$ cat src/logic/amo_pkg.sv
// Shared widths, memory depth, operation encoding and SC failure code for the AMO unit.
package amo_pkg;

    // Width of one memory word and of every operand.
    localparam int unsigned DATA_WIDTH = 64;

    // Number of words in the local word memory.
    localparam int unsigned MEM_DEPTH = 16;

    // Word address width, follows from the depth.
    localparam int unsigned ADDR_WIDTH = $clog2(MEM_DEPTH);

    // Operation codes carried by a request.
    // Plain accesses first, then the reservation pair.
    // The read-modify-write group follows.
    typedef enum logic [3:0] {
        OP_LOAD  = 4'd0,
        OP_STORE = 4'd1,
        OP_LR    = 4'd2,
        OP_SC    = 4'd3,
        OP_SWAP  = 4'd4,
        OP_ADD   = 4'd5,
        OP_AND   = 4'd6,
        OP_OR    = 4'd7,
        OP_XOR   = 4'd8,
        // Signed compares.
        OP_MAX   = 4'd9,
        // Unsigned compare.
        OP_MAXU  = 4'd10,
        OP_MIN   = 4'd11,
        OP_MINU  = 4'd12
    } amo_op_e;

    // Response word of an SC that lost its reservation.
    // A successful SC answers with zero.
    localparam logic [DATA_WIDTH-1:0] SC_FAIL_CODE = DATA_WIDTH'(1);

endpackage

$ cat src/logic/amo_alu.sv
// Combinational AMO computing block producing the new memory word.
`timescale 1ns/100ps

module amo_alu
(
    // Old word as read from memory.
    input  wire logic [amo_pkg::DATA_WIDTH-1:0] ld_data_i,
    // Operand latched with the request.
    input  wire logic [amo_pkg::DATA_WIDTH-1:0] st_data_i,
    input  wire amo_pkg::amo_op_e               op_i,
    // Word to be written back.
    output var  logic [amo_pkg::DATA_WIDTH-1:0] result_o
);

    logic [amo_pkg::DATA_WIDTH-1:0] sum;
    logic                           ugt;
    logic                           sgt;

    // Wrap-around addition, carry out dropped.
    assign sum = ld_data_i + st_data_i;

    // Old word greater than operand, unsigned view.
    assign ugt = (ld_data_i > st_data_i);

    // Same compare with both sides as two's complement.
    assign sgt = ($signed(ld_data_i) > $signed(st_data_i));

    always_comb
    begin : amo_result_comb
        case (op_i)
            // Nothing to modify, the old word goes back unchanged.
            amo_pkg::OP_LOAD,
            amo_pkg::OP_LR:
                result_o = ld_data_i;
            // Operand replaces the old word.
            amo_pkg::OP_STORE,
            amo_pkg::OP_SC,
            amo_pkg::OP_SWAP:
                result_o = st_data_i;
            amo_pkg::OP_ADD:
                result_o = sum;
            amo_pkg::OP_AND:
                result_o = ld_data_i & st_data_i;
            amo_pkg::OP_OR:
                result_o = ld_data_i | st_data_i;
            amo_pkg::OP_XOR:
                result_o = ld_data_i ^ st_data_i;
            // Keep the larger of the two.
            amo_pkg::OP_MAX:
                result_o = sgt ? ld_data_i : st_data_i;
            amo_pkg::OP_MAXU:
                result_o = ugt ? ld_data_i : st_data_i;
            // Keep the smaller of the two.
            amo_pkg::OP_MIN:
                result_o = sgt ? st_data_i : ld_data_i;
            amo_pkg::OP_MINU:
                result_o = ugt ? st_data_i : ld_data_i;
            // Unused encodings.
            default:
                result_o = '0;
        endcase
    end

endmodule

$ cat src/logic/amo_reservation.sv
// LR/SC reservation register with set, match and clear rules.
`timescale 1ns/100ps

module amo_reservation
(
    input  wire logic                           clk_i,
    input  wire logic                           reset_i,
    // One-cycle pulse while an operation executes.
    input  wire logic                           exec_i,
    input  wire amo_pkg::amo_op_e               op_i,
    input  wire logic [amo_pkg::ADDR_WIDTH-1:0] addr_i,
    // Reservation valid and held on this address.
    output var  logic                           sc_ok_o
);

    logic                           rsv_valid_q;
    logic [amo_pkg::ADDR_WIDTH-1:0] rsv_addr_q;
    logic                           addr_match;
    logic                           is_write_op;

    assign addr_match = (rsv_addr_q == addr_i);

    // Operations that modify memory apart from SC.
    // SC is handled on its own below.
    always_comb
    begin : write_op_comb
        case (op_i)
            amo_pkg::OP_LOAD,
            amo_pkg::OP_LR,
            amo_pkg::OP_SC:
                is_write_op = 1'b0;
            default:
                is_write_op = 1'b1;
        endcase
    end

    // Valid bit is control state and clears on reset.
    always_ff @(posedge clk_i)
    begin : rsv_valid_ff
        if (reset_i)
        begin
            rsv_valid_q <= 1'b0;
        end
        else if (exec_i)
        begin
            if (op_i == amo_pkg::OP_LR)
            begin
                rsv_valid_q <= 1'b1;
            end
            // SC drops the reservation whether it wins or not.
            else if (op_i == amo_pkg::OP_SC)
            begin
                rsv_valid_q <= 1'b0;
            end
            // A competing write to the reserved word.
            else if (is_write_op && addr_match)
            begin
                rsv_valid_q <= 1'b0;
            end
        end
    end

    // Reserved address, only meaningful while valid.
    always_ff @(posedge clk_i)
    begin : rsv_addr_ff
        if (exec_i && (op_i == amo_pkg::OP_LR))
        begin
            rsv_addr_q <= addr_i;
        end
    end

    assign sc_ok_o = rsv_valid_q && addr_match;

endmodule

$ cat src/logic/amo_word_ram.sv
// Word memory with registered read port and one write port.
`timescale 1ns/100ps

module amo_word_ram
(
    input  wire logic                           clk_i,
    input  wire logic                           rd_en_i,
    input  wire logic                           wr_en_i,
    // Shared by the read and the write port.
    input  wire logic [amo_pkg::ADDR_WIDTH-1:0] addr_i,
    input  wire logic [amo_pkg::DATA_WIDTH-1:0] wr_data_i,
    output var  logic [amo_pkg::DATA_WIDTH-1:0] rd_data_o
);

    // Storage array, contents survive reset like an SRAM macro.
    logic [amo_pkg::DATA_WIDTH-1:0] mem_q [amo_pkg::MEM_DEPTH];

    // Write on the enable edge.
    always_ff @(posedge clk_i)
    begin : ram_write_ff
        if (wr_en_i)
        begin
            mem_q[addr_i] <= wr_data_i;
        end
    end

    // Read data lands one cycle after the enable.
    // Output keeps its value while no read is issued.
    always_ff @(posedge clk_i)
    begin : ram_read_ff
        if (rd_en_i)
        begin
            rd_data_o <= mem_q[addr_i];
        end
    end

endmodule

$ cat src/logic/amo_sequencer.sv
// Request handshake and read-compute-write FSM of the AMO unit.
`timescale 1ns/100ps

module amo_sequencer
(
    input  wire logic                           clk_i,
    input  wire logic                           reset_i,

    // Requester side.
    input  wire logic                           req_i,
    input  wire logic [amo_pkg::ADDR_WIDTH-1:0] addr_i,
    input  wire amo_pkg::amo_op_e               op_i,
    input  wire logic [amo_pkg::DATA_WIDTH-1:0] wdata_i,
    output var  logic                           ack_o,
    output var  logic [amo_pkg::DATA_WIDTH-1:0] rdata_o,

    // Memory side.
    input  wire logic [amo_pkg::DATA_WIDTH-1:0] mem_rd_data_i,
    output var  logic                           mem_rd_en_o,
    output var  logic                           mem_wr_en_o,
    output var  logic [amo_pkg::ADDR_WIDTH-1:0] mem_addr_o,
    output var  logic [amo_pkg::DATA_WIDTH-1:0] mem_wr_data_o,

    // ALU and reservation side.
    input  wire logic [amo_pkg::DATA_WIDTH-1:0] alu_result_i,
    input  wire logic                           sc_ok_i,
    output var  amo_pkg::amo_op_e               op_q_o,
    output var  logic [amo_pkg::DATA_WIDTH-1:0] operand_q_o,
    output var  logic                           exec_o
);

    // Idle, memory read, compute and write, response held.
    typedef enum logic [1:0] {
        ST_IDLE = 2'd0,
        ST_READ = 2'd1,
        ST_EXEC = 2'd2,
        ST_ACK  = 2'd3
    } seq_state_e;

    seq_state_e                     state_q;
    seq_state_e                     state_d;
    logic [amo_pkg::ADDR_WIDTH-1:0] addr_q;
    amo_pkg::amo_op_e               op_q;
    logic [amo_pkg::DATA_WIDTH-1:0] operand_q;
    logic [amo_pkg::DATA_WIDTH-1:0] rdata_q;
    logic                           accept;
    logic                           do_write;

    // New request seen while idle.
    assign accept = (state_q == ST_IDLE) && req_i;

    always_comb
    begin : next_state_comb
        state_d = state_q;
        case (state_q)
            ST_IDLE:
                if (req_i)
                begin
                    state_d = ST_READ;
                end
            // Read issued here, data registered at the next edge.
            ST_READ:
                state_d = ST_EXEC;
            // Single cycle, so the write happens once.
            ST_EXEC:
                state_d = ST_ACK;
            // Hold the response until the requester lets go.
            ST_ACK:
                if (!req_i)
                begin
                    state_d = ST_IDLE;
                end
            default:
                state_d = ST_IDLE;
        endcase
    end

    always_ff @(posedge clk_i)
    begin : state_ff
        if (reset_i)
        begin
            state_q <= ST_IDLE;
        end
        else
        begin
            state_q <= state_d;
        end
    end

    // Request payload captured on entry to read.
    always_ff @(posedge clk_i)
    begin : req_latch_ff
        if (accept)
        begin
            addr_q    <= addr_i;
            op_q      <= op_i;
            operand_q <= wdata_i;
        end
    end

    // Decide whether the computed word goes back to memory.
    always_comb
    begin : write_decision_comb
        case (op_q)
            amo_pkg::OP_LOAD,
            amo_pkg::OP_LR:
                do_write = 1'b0;
            // Only a live reservation lets SC store.
            amo_pkg::OP_SC:
                do_write = sc_ok_i;
            default:
                do_write = 1'b1;
        endcase
    end

    // Response word, fixed once the operation executes.
    always_ff @(posedge clk_i)
    begin : response_ff
        if (state_q == ST_EXEC)
        begin
            if (op_q == amo_pkg::OP_SC)
            begin
                rdata_q <= sc_ok_i ? '0 : amo_pkg::SC_FAIL_CODE;
            end
            else
            begin
                // Old word for loads and all AMOs.
                rdata_q <= mem_rd_data_i;
            end
        end
    end

    // Memory control follows the state directly.
    assign mem_rd_en_o   = (state_q == ST_READ);
    assign mem_wr_en_o   = (state_q == ST_EXEC) && do_write;
    assign mem_addr_o    = addr_q;
    assign mem_wr_data_o = alu_result_i;

    // Latched request towards ALU and reservation.
    assign op_q_o      = op_q;
    assign operand_q_o = operand_q;
    assign exec_o      = (state_q == ST_EXEC);

    // Requester response.
    assign ack_o   = (state_q == ST_ACK);
    assign rdata_o = rdata_q;

endmodule

$ cat src/logic/amo_unit.sv
// Top level of the AMO unit with sequencer, word memory, ALU and reservation.
`timescale 1ns/100ps

module amo_unit
(
    input  wire logic                           clk_i,
    input  wire logic                           reset_i,
    // Four-phase request.
    input  wire logic                           req_i,
    input  wire logic [amo_pkg::ADDR_WIDTH-1:0] addr_i,
    input  wire amo_pkg::amo_op_e               op_i,
    input  wire logic [amo_pkg::DATA_WIDTH-1:0] wdata_i,
    // Acknowledge with response word.
    output var  logic                           ack_o,
    output var  logic [amo_pkg::DATA_WIDTH-1:0] rdata_o
);

    // Memory port.
    logic                           mem_rd_en;
    logic                           mem_wr_en;
    logic [amo_pkg::ADDR_WIDTH-1:0] mem_addr;
    logic [amo_pkg::DATA_WIDTH-1:0] mem_wr_data;
    logic [amo_pkg::DATA_WIDTH-1:0] mem_rd_data;

    // Latched request and compute path.
    amo_pkg::amo_op_e               op_q;
    logic [amo_pkg::DATA_WIDTH-1:0] operand_q;
    logic [amo_pkg::DATA_WIDTH-1:0] alu_result;

    // Reservation handshake.
    logic                           exec;
    logic                           sc_ok;

    amo_sequencer i_sequencer (
        .clk_i         (clk_i),
        .reset_i       (reset_i),
        .req_i         (req_i),
        .addr_i        (addr_i),
        .op_i          (op_i),
        .wdata_i       (wdata_i),
        .ack_o         (ack_o),
        .rdata_o       (rdata_o),
        .mem_rd_data_i (mem_rd_data),
        .mem_rd_en_o   (mem_rd_en),
        .mem_wr_en_o   (mem_wr_en),
        .mem_addr_o    (mem_addr),
        .mem_wr_data_o (mem_wr_data),
        .alu_result_i  (alu_result),
        .sc_ok_i       (sc_ok),
        .op_q_o        (op_q),
        .operand_q_o   (operand_q),
        .exec_o        (exec)
    );

    amo_word_ram i_word_ram (
        .clk_i     (clk_i),
        .rd_en_i   (mem_rd_en),
        .wr_en_i   (mem_wr_en),
        .addr_i    (mem_addr),
        .wr_data_i (mem_wr_data),
        .rd_data_o (mem_rd_data)
    );

    // Old word straight from the memory read register.
    amo_alu i_alu (
        .ld_data_i (mem_rd_data),
        .st_data_i (operand_q),
        .op_i      (op_q),
        .result_o  (alu_result)
    );

    // Tracks the address of the latest LR.
    amo_reservation i_reservation (
        .clk_i   (clk_i),
        .reset_i (reset_i),
        .exec_i  (exec),
        .op_i    (op_q),
        .addr_i  (mem_addr),
        .sc_ok_o (sc_ok)
    );

endmodule

$ cat config.mk
export PLATFORM = sky130hd
export DESIGN_NAME = amo_unit
export DESIGN_NICKNAME = d
export VERILOG_FILES = /design/src/logic/amo_pkg.sv /design/src/logic/amo_alu.sv /design/src/logic/amo_reservation.sv /design/src/logic/amo_word_ram.sv /design/src/logic/amo_sequencer.sv /design/src/logic/amo_unit.sv
export SDC_FILE = /design/constraint.sdc
export NUM_CORES = 2
export LEC_CHECK = 0
export BUFFER_PORTS_ARGS = -buffer_cell sky130_fd_sc_hd__buf_2
export CORE_MARGIN = 1
export CORE_UTILIZATION = 45
export DETAILED_ROUTE_END_ITERATION = 8
export PLACE_DENSITY_LB_ADDON = 0.08
export SLEW_MARGIN = 15
export SYNTH_ARGS = -nofsm -noshare
export SYNTH_HDL_FRONTEND = slang
export SYNTH_SLANG_ARGS = --single-unit
$ cat constraint.sdc
create_clock -name clk_i -period 7.42 [get_ports clk_i]
set_input_delay 0.742 -clock clk_i [delete_from_list [all_inputs] [get_ports clk_i]]
set_output_delay 0.742 -clock clk_i [all_outputs]
set_load 0.01 [all_outputs]
**Yosys cells after proc, flatten, opt, wreduce, memory -nomap -nowiden**

Memories as Yosys holds them, arrays and structs flattened. A register that Yosys moved wholly into a read port is not among the register bits.
Index checks and enable logic that the tools add are counted.
W data, S select, Z words.

- Add/sub/neg operators: 1
- $mul: 0
- Shifts and indexed selects: 0
- Divide/modulo/power cells: 0
- Order comparisons: 2
- Eq/ne operators: 18
- Reductions and logical operators: 13
- Mux-type cells: 17
- Bitwise gates (word level): 3

Operators with widths:

| cell | number |
|---|---|
| $pmux W64 S10 | 1 |
| $mux W64 | 5 |
| $gt A64 B64 Y1 | 2 |
| $add A64 B64 Y64 | 1 |
| $and A64 B64 Y64 | 1 |
| $or A64 B64 Y64 | 1 |
| $xor A64 B64 Y64 | 1 |
| $eq A4 B4 Y1 const B | 5 |
| $eq A4 B3 Y1 const B | 4 |
| $eq A4 B2 Y1 const B | 2 |
| $pmux W2 S4 | 1 |
| $mux W1 | 7 |
| $reduce_or A3 Y1 | 2 |
| $logic_and A1 B1 Y1 | 5 |
| $eq A2 B2 Y1 const B | 2 |
| $eq A4 B1 Y1 const B | 1 |
| $eq A4 B4 Y1 | 1 |
| $logic_not A4 Y1 | 1 |
| $mux W2 | 2 |
| $ne A2 B2 Y1 const B | 2 |
| $reduce_and A2 Y1 | 2 |
| $reduce_bool A3 Y1 | 1 |
| $eq A2 B1 Y1 const B | 1 |
| $logic_not A2 Y1 | 1 |
| other kinds (2) | 2 |

- Latch bits: 0
- Memories kept: 1
- Bits of input ports: 75
- Bits in registers: 143
- Memory bits (read-only): 0
- Output and inout bits: 65
- RAM bits: 1024
- Logic and storage cells: 62

Memory list:

| memory | words | width | read ports | clocked after Yosys merged registers in | wr ports | line | text |
|---|---|---|---|---|---|---|---|
| i_word_ram.mem_q | 16 | 64 | 1 | 1 | 1 | amo_word_ram.sv:16 | `logic [amo_pkg::DATA_WIDTH-1:0] mem_q [amo_pkg::MEM_DEPTH];` |

**Longest topological paths before layout**

- Word-level depth: 7
- Mapped depth: 16
- Gate-level depth less buffers: 13

**Cells and area by module**

From an unflattened synthesis, not the netlist that was laid out.

- Cells, all modules: 3305
- Area, all modules: 54621.1 sq um

Modules (own cells, without submodules):

| module | seq. area each (sq um) | cells an instance | area each (sq um) | instances |
|---|---|---|---|---|
| amo_word_ram | 32671.3 | 1648 | 40158.5 | 1 |
| amo_alu | 0.0 | 1347 | 9036.2 | 1 |
| amo_sequencer | 4124.0 | 293 | 5195.0 | 1 |
| amo_reservation | 140.1 | 17 | 231.5 | 1 |

**Least setup slack after synthesis**

No wires, ideal clock.

- Kind: register to register
- Start point: register i_sequencer.state_q[0]
- End point: memory i_word_ram.mem_q[1][0] (netlist name) (enable)
- Stages on the path, launching flop included: 7
- Setup slack: -0.263 ns
- Data required time: 6.856 ns
- Setup time: 0.564 ns
- Buffers on the path: 0
- Period minus slack after synthesis: 7.683 ns
- Data arrival time: 7.119 ns
- Cell sequence: dfxtp_1 -> inv_1 -> ha_1 -> nor3b_1 -> nor2b_1 -> nand2_1 -> nor3_1

- Word-level cells in the longest chain between the ends: 4

RTL lines:

| element | line | text |
|---|---|---|
| start: declaration | amo_sequencer.sv:40 | `seq_state_e state_q;` |
| start signal: assignment | amo_sequencer.sv:86 | `state_q <= state_d;` |
| $eq A2 B2 Y1 | amo_sequencer.sv:135 | `assign mem_wr_en_o = (state_q == ST_EXEC) && do_write;` |
| $logic_and A1 B1 Y1 | amo_sequencer.sv:135 |  |
| $mux W1 | amo_word_ram.sv:21 | `if (wr_en_i)` |
| $mux W1 (not written as such) | amo_word_ram.sv:23 | `mem_q[addr_i] <= wr_data_i;` |
| end: declaration | amo_word_ram.sv:16 |  |

No other way between the ends.

**Worst setup path after layout**

- Start point: register i_word_ram.rd_data_o[29] (netlist name), read port of i_word_ram.mem_q
- End point: memory i_word_ram.mem_q[11][41] (netlist name), data pin

- Word-level cells in the longest chain between the ends: 3
- Elaborated cells between the ends (all ways): 8
- Classes of those cells: add/sub: 1; order compare: 2; mux: 5

RTL lines:

| element | line | text |
|---|---|---|
| start: declaration | amo_word_ram.sv:12 | `output var logic [amo_pkg::DATA_WIDTH-1:0] rd_data_o` |
| $gt A64 B64 Y1 (on tied branches) | amo_alu.sv:23, amo_alu.sv:26 |  |
| $mux W64 (on tied branches) | - |  |
| $pmux W64 S10 (*) | amo_alu.sv:30 | `case (op_i)` |
| named net alu_result, one bit | amo_unit.sv:28 | `logic [amo_pkg::DATA_WIDTH-1:0] alu_result;` |

The timed path passes the listed nets; every way through them passes the cells marked *.

==> impl_metrics.py <==
metrics = {
    "synth": {
        "synthTopCellsByArea": "edfxtp_1, mux4_2, ha_1, nor2_1, a21oi_1",
        "ys_ff_latch": 1231,
        "syn_nets": 3374,
        "synth_cell_types": 70,
        "synth_top_cell_by_area": "edfxtp_1",
        "ys.flop_type": "edfxtp_1",
        "ys_seq_area_share_pct": 68.3,
        "syn_area_um2": 54000,
        "synth_warnings": 0,
        "async_flop_share_pct": 0,
        "synth_area_per_cell_um2": 17.4,
        "synth_top_area_share_pct": 68.2,
        "synth_edf_count": 1228,
        "synthCells": 3101,
    },
    "grt": {
        "antenna_found_initial": 6,
        "grt_pass1_vias": 30639,
        "grtUsageTotal_pct": 25.1,
        "grt_pass1_wl_um": 218000,
        "overflow": 0,
        "grt_max_degree": 117,
    },
    "sta": {
        "finClkSkew_ns": 0.0285,
        "setup_tns_ns": 0,
        "worst_pin_slew_ns": 1.11,
        "period_share_pct": 87.1,
        "hold_slack_ns": 0.159,
        "hold_viol_final": 0,
        "max_freq_mhz": 155,
        "fin_crit_ns": 6.46,
        "rsz0062_at_grt": "false",
        "relSlewSlack_pct": 26.0,
        "setup_violations": 0,
        "finalMaxSlewViolations": 0,
    },
    "place": {
        "gp_congestion": 0.944,
        "port_buffers": 139,
        "place_area_um2": 56800,
        "dp_hpwl_um": 86200,
        "placedCellCount": 4718,
    },
    "worst_hold_path": {
        "worstHoldPathType": "in -> reg",
        "hold_depth": 1,
    },
    "cts": {
        "clkTransAtPathRegs_ns": 0.06,
        "post_cts_buffers": 0,
        "clkSinkCount": 1231,
        "root_buffer": "clkbuf_16",
        "numCtsBuffers": 132,
        "cts_hold_buf": 0,
        "htreeDepth": 4,
        "cts-resized-gates": 0,
        "clock_path_buffers": 3,
        "clock_latency_ns": 0.76,
        "cts_tree": "done",
    },
    "detailed_routing": {
        "drc": 0,
        "wl_um": 152000,
        "ant_nets": 0,
        "drtIter0Drc": 3543,
        "avgRoutedWirePerCell_um": 30.6,
        "via_per_inst": 6.17,
        "drt-pass1-iter-count": 6,
        "vias": 30562,
    },
    "setup_path": {
        "slowest_stage": "nor4_1",
        "cp.required_ns": 7.82,
        "crit_buf_inv": 2,
        "cp_max_fo": 23,
        "worstSetupPathType": "reg -> reg",
        "end_kind": "flop",
        "crit_arrival_ns": 6.87,
        "cpPeakStageDelay_ns": 0.88,
        "cp_cell_sequence": "inv_1 > ha_1 > nor4_1 > nand4_1 > or4_4 > o22ai_1 > nor2_1 > mux2i_1 > a311oi_4 > or2_2 > buf_4 > a221oi_2 > o21ai_1",
        "start_kind": "flop",
        "crit_family": "simple AND/OR/NAND/NOR gates",
        "rr_worst_depth": 13,
        "cp_num_cells": 13,
    },
    "cells_and_area": {
        "drive_gt1_share_pct": 22.9,
        "final_cell_count_no_fill": 4956,
        "nets": 3525,
        "final_area_um2": 61100,
        "area_growth_pct": 13.0,
    },
    "floorplan": {
        "coreArea_um2": 119000,
        "die_w_um": 349,
        "ios": 140,
        "core.rowCount": 126,
        "die_y_um": 349,
        "dieArea_um2": 121000,
        "start_util_pct": 45.6,
    },
    "power_and_ir_drop": {
        "p_per_area_nw_per_um2": 396,
        "p_total_mw": 24.2,
        "ir_worst_vdd_mv": 0.376,
        "leakagePower_nw": 20.7,
    },
    "job": {
        "drv_cap": 0,
    },
    "status": {
        "status": "completed",
    },
}
[area by class of cell]
cell class | instances | area, µm²
clock inverter | 75 | 741
tap | 1600 | 2000
inverter | 164 | 616
clock buffer | 162 | 3480
multi-input combinational | 1528 | 16000
fill | 9656 | 57500
timing repair buffer | 195 | 1250
antenna | 1 | 2.50
sequential | 1231 | 36900
[cells in the mapped netlist, drive strengths merged (11+ instances only)]
cell type	count
a22oi	16
mux4	320
and3	11
a211oi	13
nand4	17
nor3	31
o21ai	119
a21oi	123
nand2	121
buf	46
a221oi	54
nand3	22
clkbuf	132
ha	197
nor2b	15
xnor2	17
nor4	23
o21bai	22
nor2	177
a21o	30
o211ai	15
inv	164
a221o	43
edfxtp	1228
o221ai	13
xor2	14
[per-layer routing]
metal | wire length, µm | GRT usage [%] | vias up
met4 | 3860 | 7.57 | 0
met2 | 73400 | 40.8 | 1299
met1 | 63300 | 35.3 | 16249
met3 | 11000 | 3.66 | 247
met5 | 0 | 0 | -
li1 | - | - | 12767
[kinds of logic after synthesis]
kind of cell	synth area share (%)
flip-flops	68.3
AO/OA/AOI/OAI	6.85
AND/OR/NAND/NOR	3.82
buffers and inverters	2.44
multiplexers	13.4
adder cells (fa/ha/maj)	4.60
XOR/XNOR	0.502
[metrics by stage]
| step | utilization, % | worst slack [ns] |
|---|---|---|
| 2_1_floorplan | - | 1.47 |
| 3_3_place_gp | 47.9 | 1.42 |
| 3_5_place_dp | 47.9 | 1.06 |
| 5_1_grt | 51.5 | 0.727 |
| 4_1_cts | 51.5 | 1.06 |
| 6_report | 51.5 | 0.956 |
[state kept, by name (all words and copies together) (netlist names)]
name	flops
i_reservation.rsv_addr_q	4
i_reservation.rsv_valid_q	1
i_sequencer.mem_addr_o	4
i_sequencer.op_q_o	4
i_sequencer.operand_q_o	64
i_sequencer.rdata_o	64
i_sequencer.state_q	2
i_word_ram.mem_q	1024
i_word_ram.rd_data_o	64
[worst reg2reg max path: cells and delay by family (launching register included)]
family | cells | cell delay, ns
mux | 1 | 0.20
simple gates | 5 | 3.03
flops | 1 | 0.44
compound gates | 4 | 1.41
fa+ha+maj | 1 | 0.41
buf+inv | 2 | 0.63
[path summary, 6_finish.rpt]
kind	start	end	slack (ns)
worst min-delay path	wdata_i[0]	i_sequencer.operand_q_o[0]	0.16
worst max register to register	i_word_ram.rd_data_o[29]	i_word_ram.mem_q[11][41]	0.96
worst min register to register	i_reservation.rsv_valid_q	i_reservation.rsv_valid_q	0.55
worst max-delay path	i_word_ram.rd_data_o[29]	i_word_ram.mem_q[11][41]	0.96
[cells in the final DEF (no fill, tap or decap), types with 9 or more instances in the layout]
cell type  count
edfxtp_1    1228
mux4_2       320
ha_1         195
nor2_1       165
inv_1        164
buf_2        139
clkbuf_16    135
a21oi_1      123
nand2_1      120
o21ai_0       97
buf_4         45
a221o_1       43
clkinv_1      31
a21o_1        30
a221oi_2      29
clkbuf_1      27
a221oi_1      25
nor3_1        24
o21bai_1      22
nor4_1        22
nand3_1       21
o21ai_1       19
nand4_1       17
xnor2_1       17
a22oi_1       16
nor2b_1       15
o211ai_1      15
xor2_1        14
a211oi_1      13
o221ai_1      13
clkinv_2      13
nor2_4        12
bufinv_16     12
buf_12        11
a31oi_1       10
nand2b_1      10
o21a_1         9
and3_1         9
o31ai_1        9
[where the power goes]
group | total, mW | internal (mW) | switching [mW] | leakage, nW
Sequential | 10.2 | 9.84 | 0.383 | 11.2
Combinational | 7.46 | 2.39 | 5.07 | 7.44
Clock | 6.48 | 3.76 | 2.72 | 2.03
Total | 24.2 | 16.0 | 8.17 | 20.7
No activity file was read; power rests on OpenSTA's default activity.
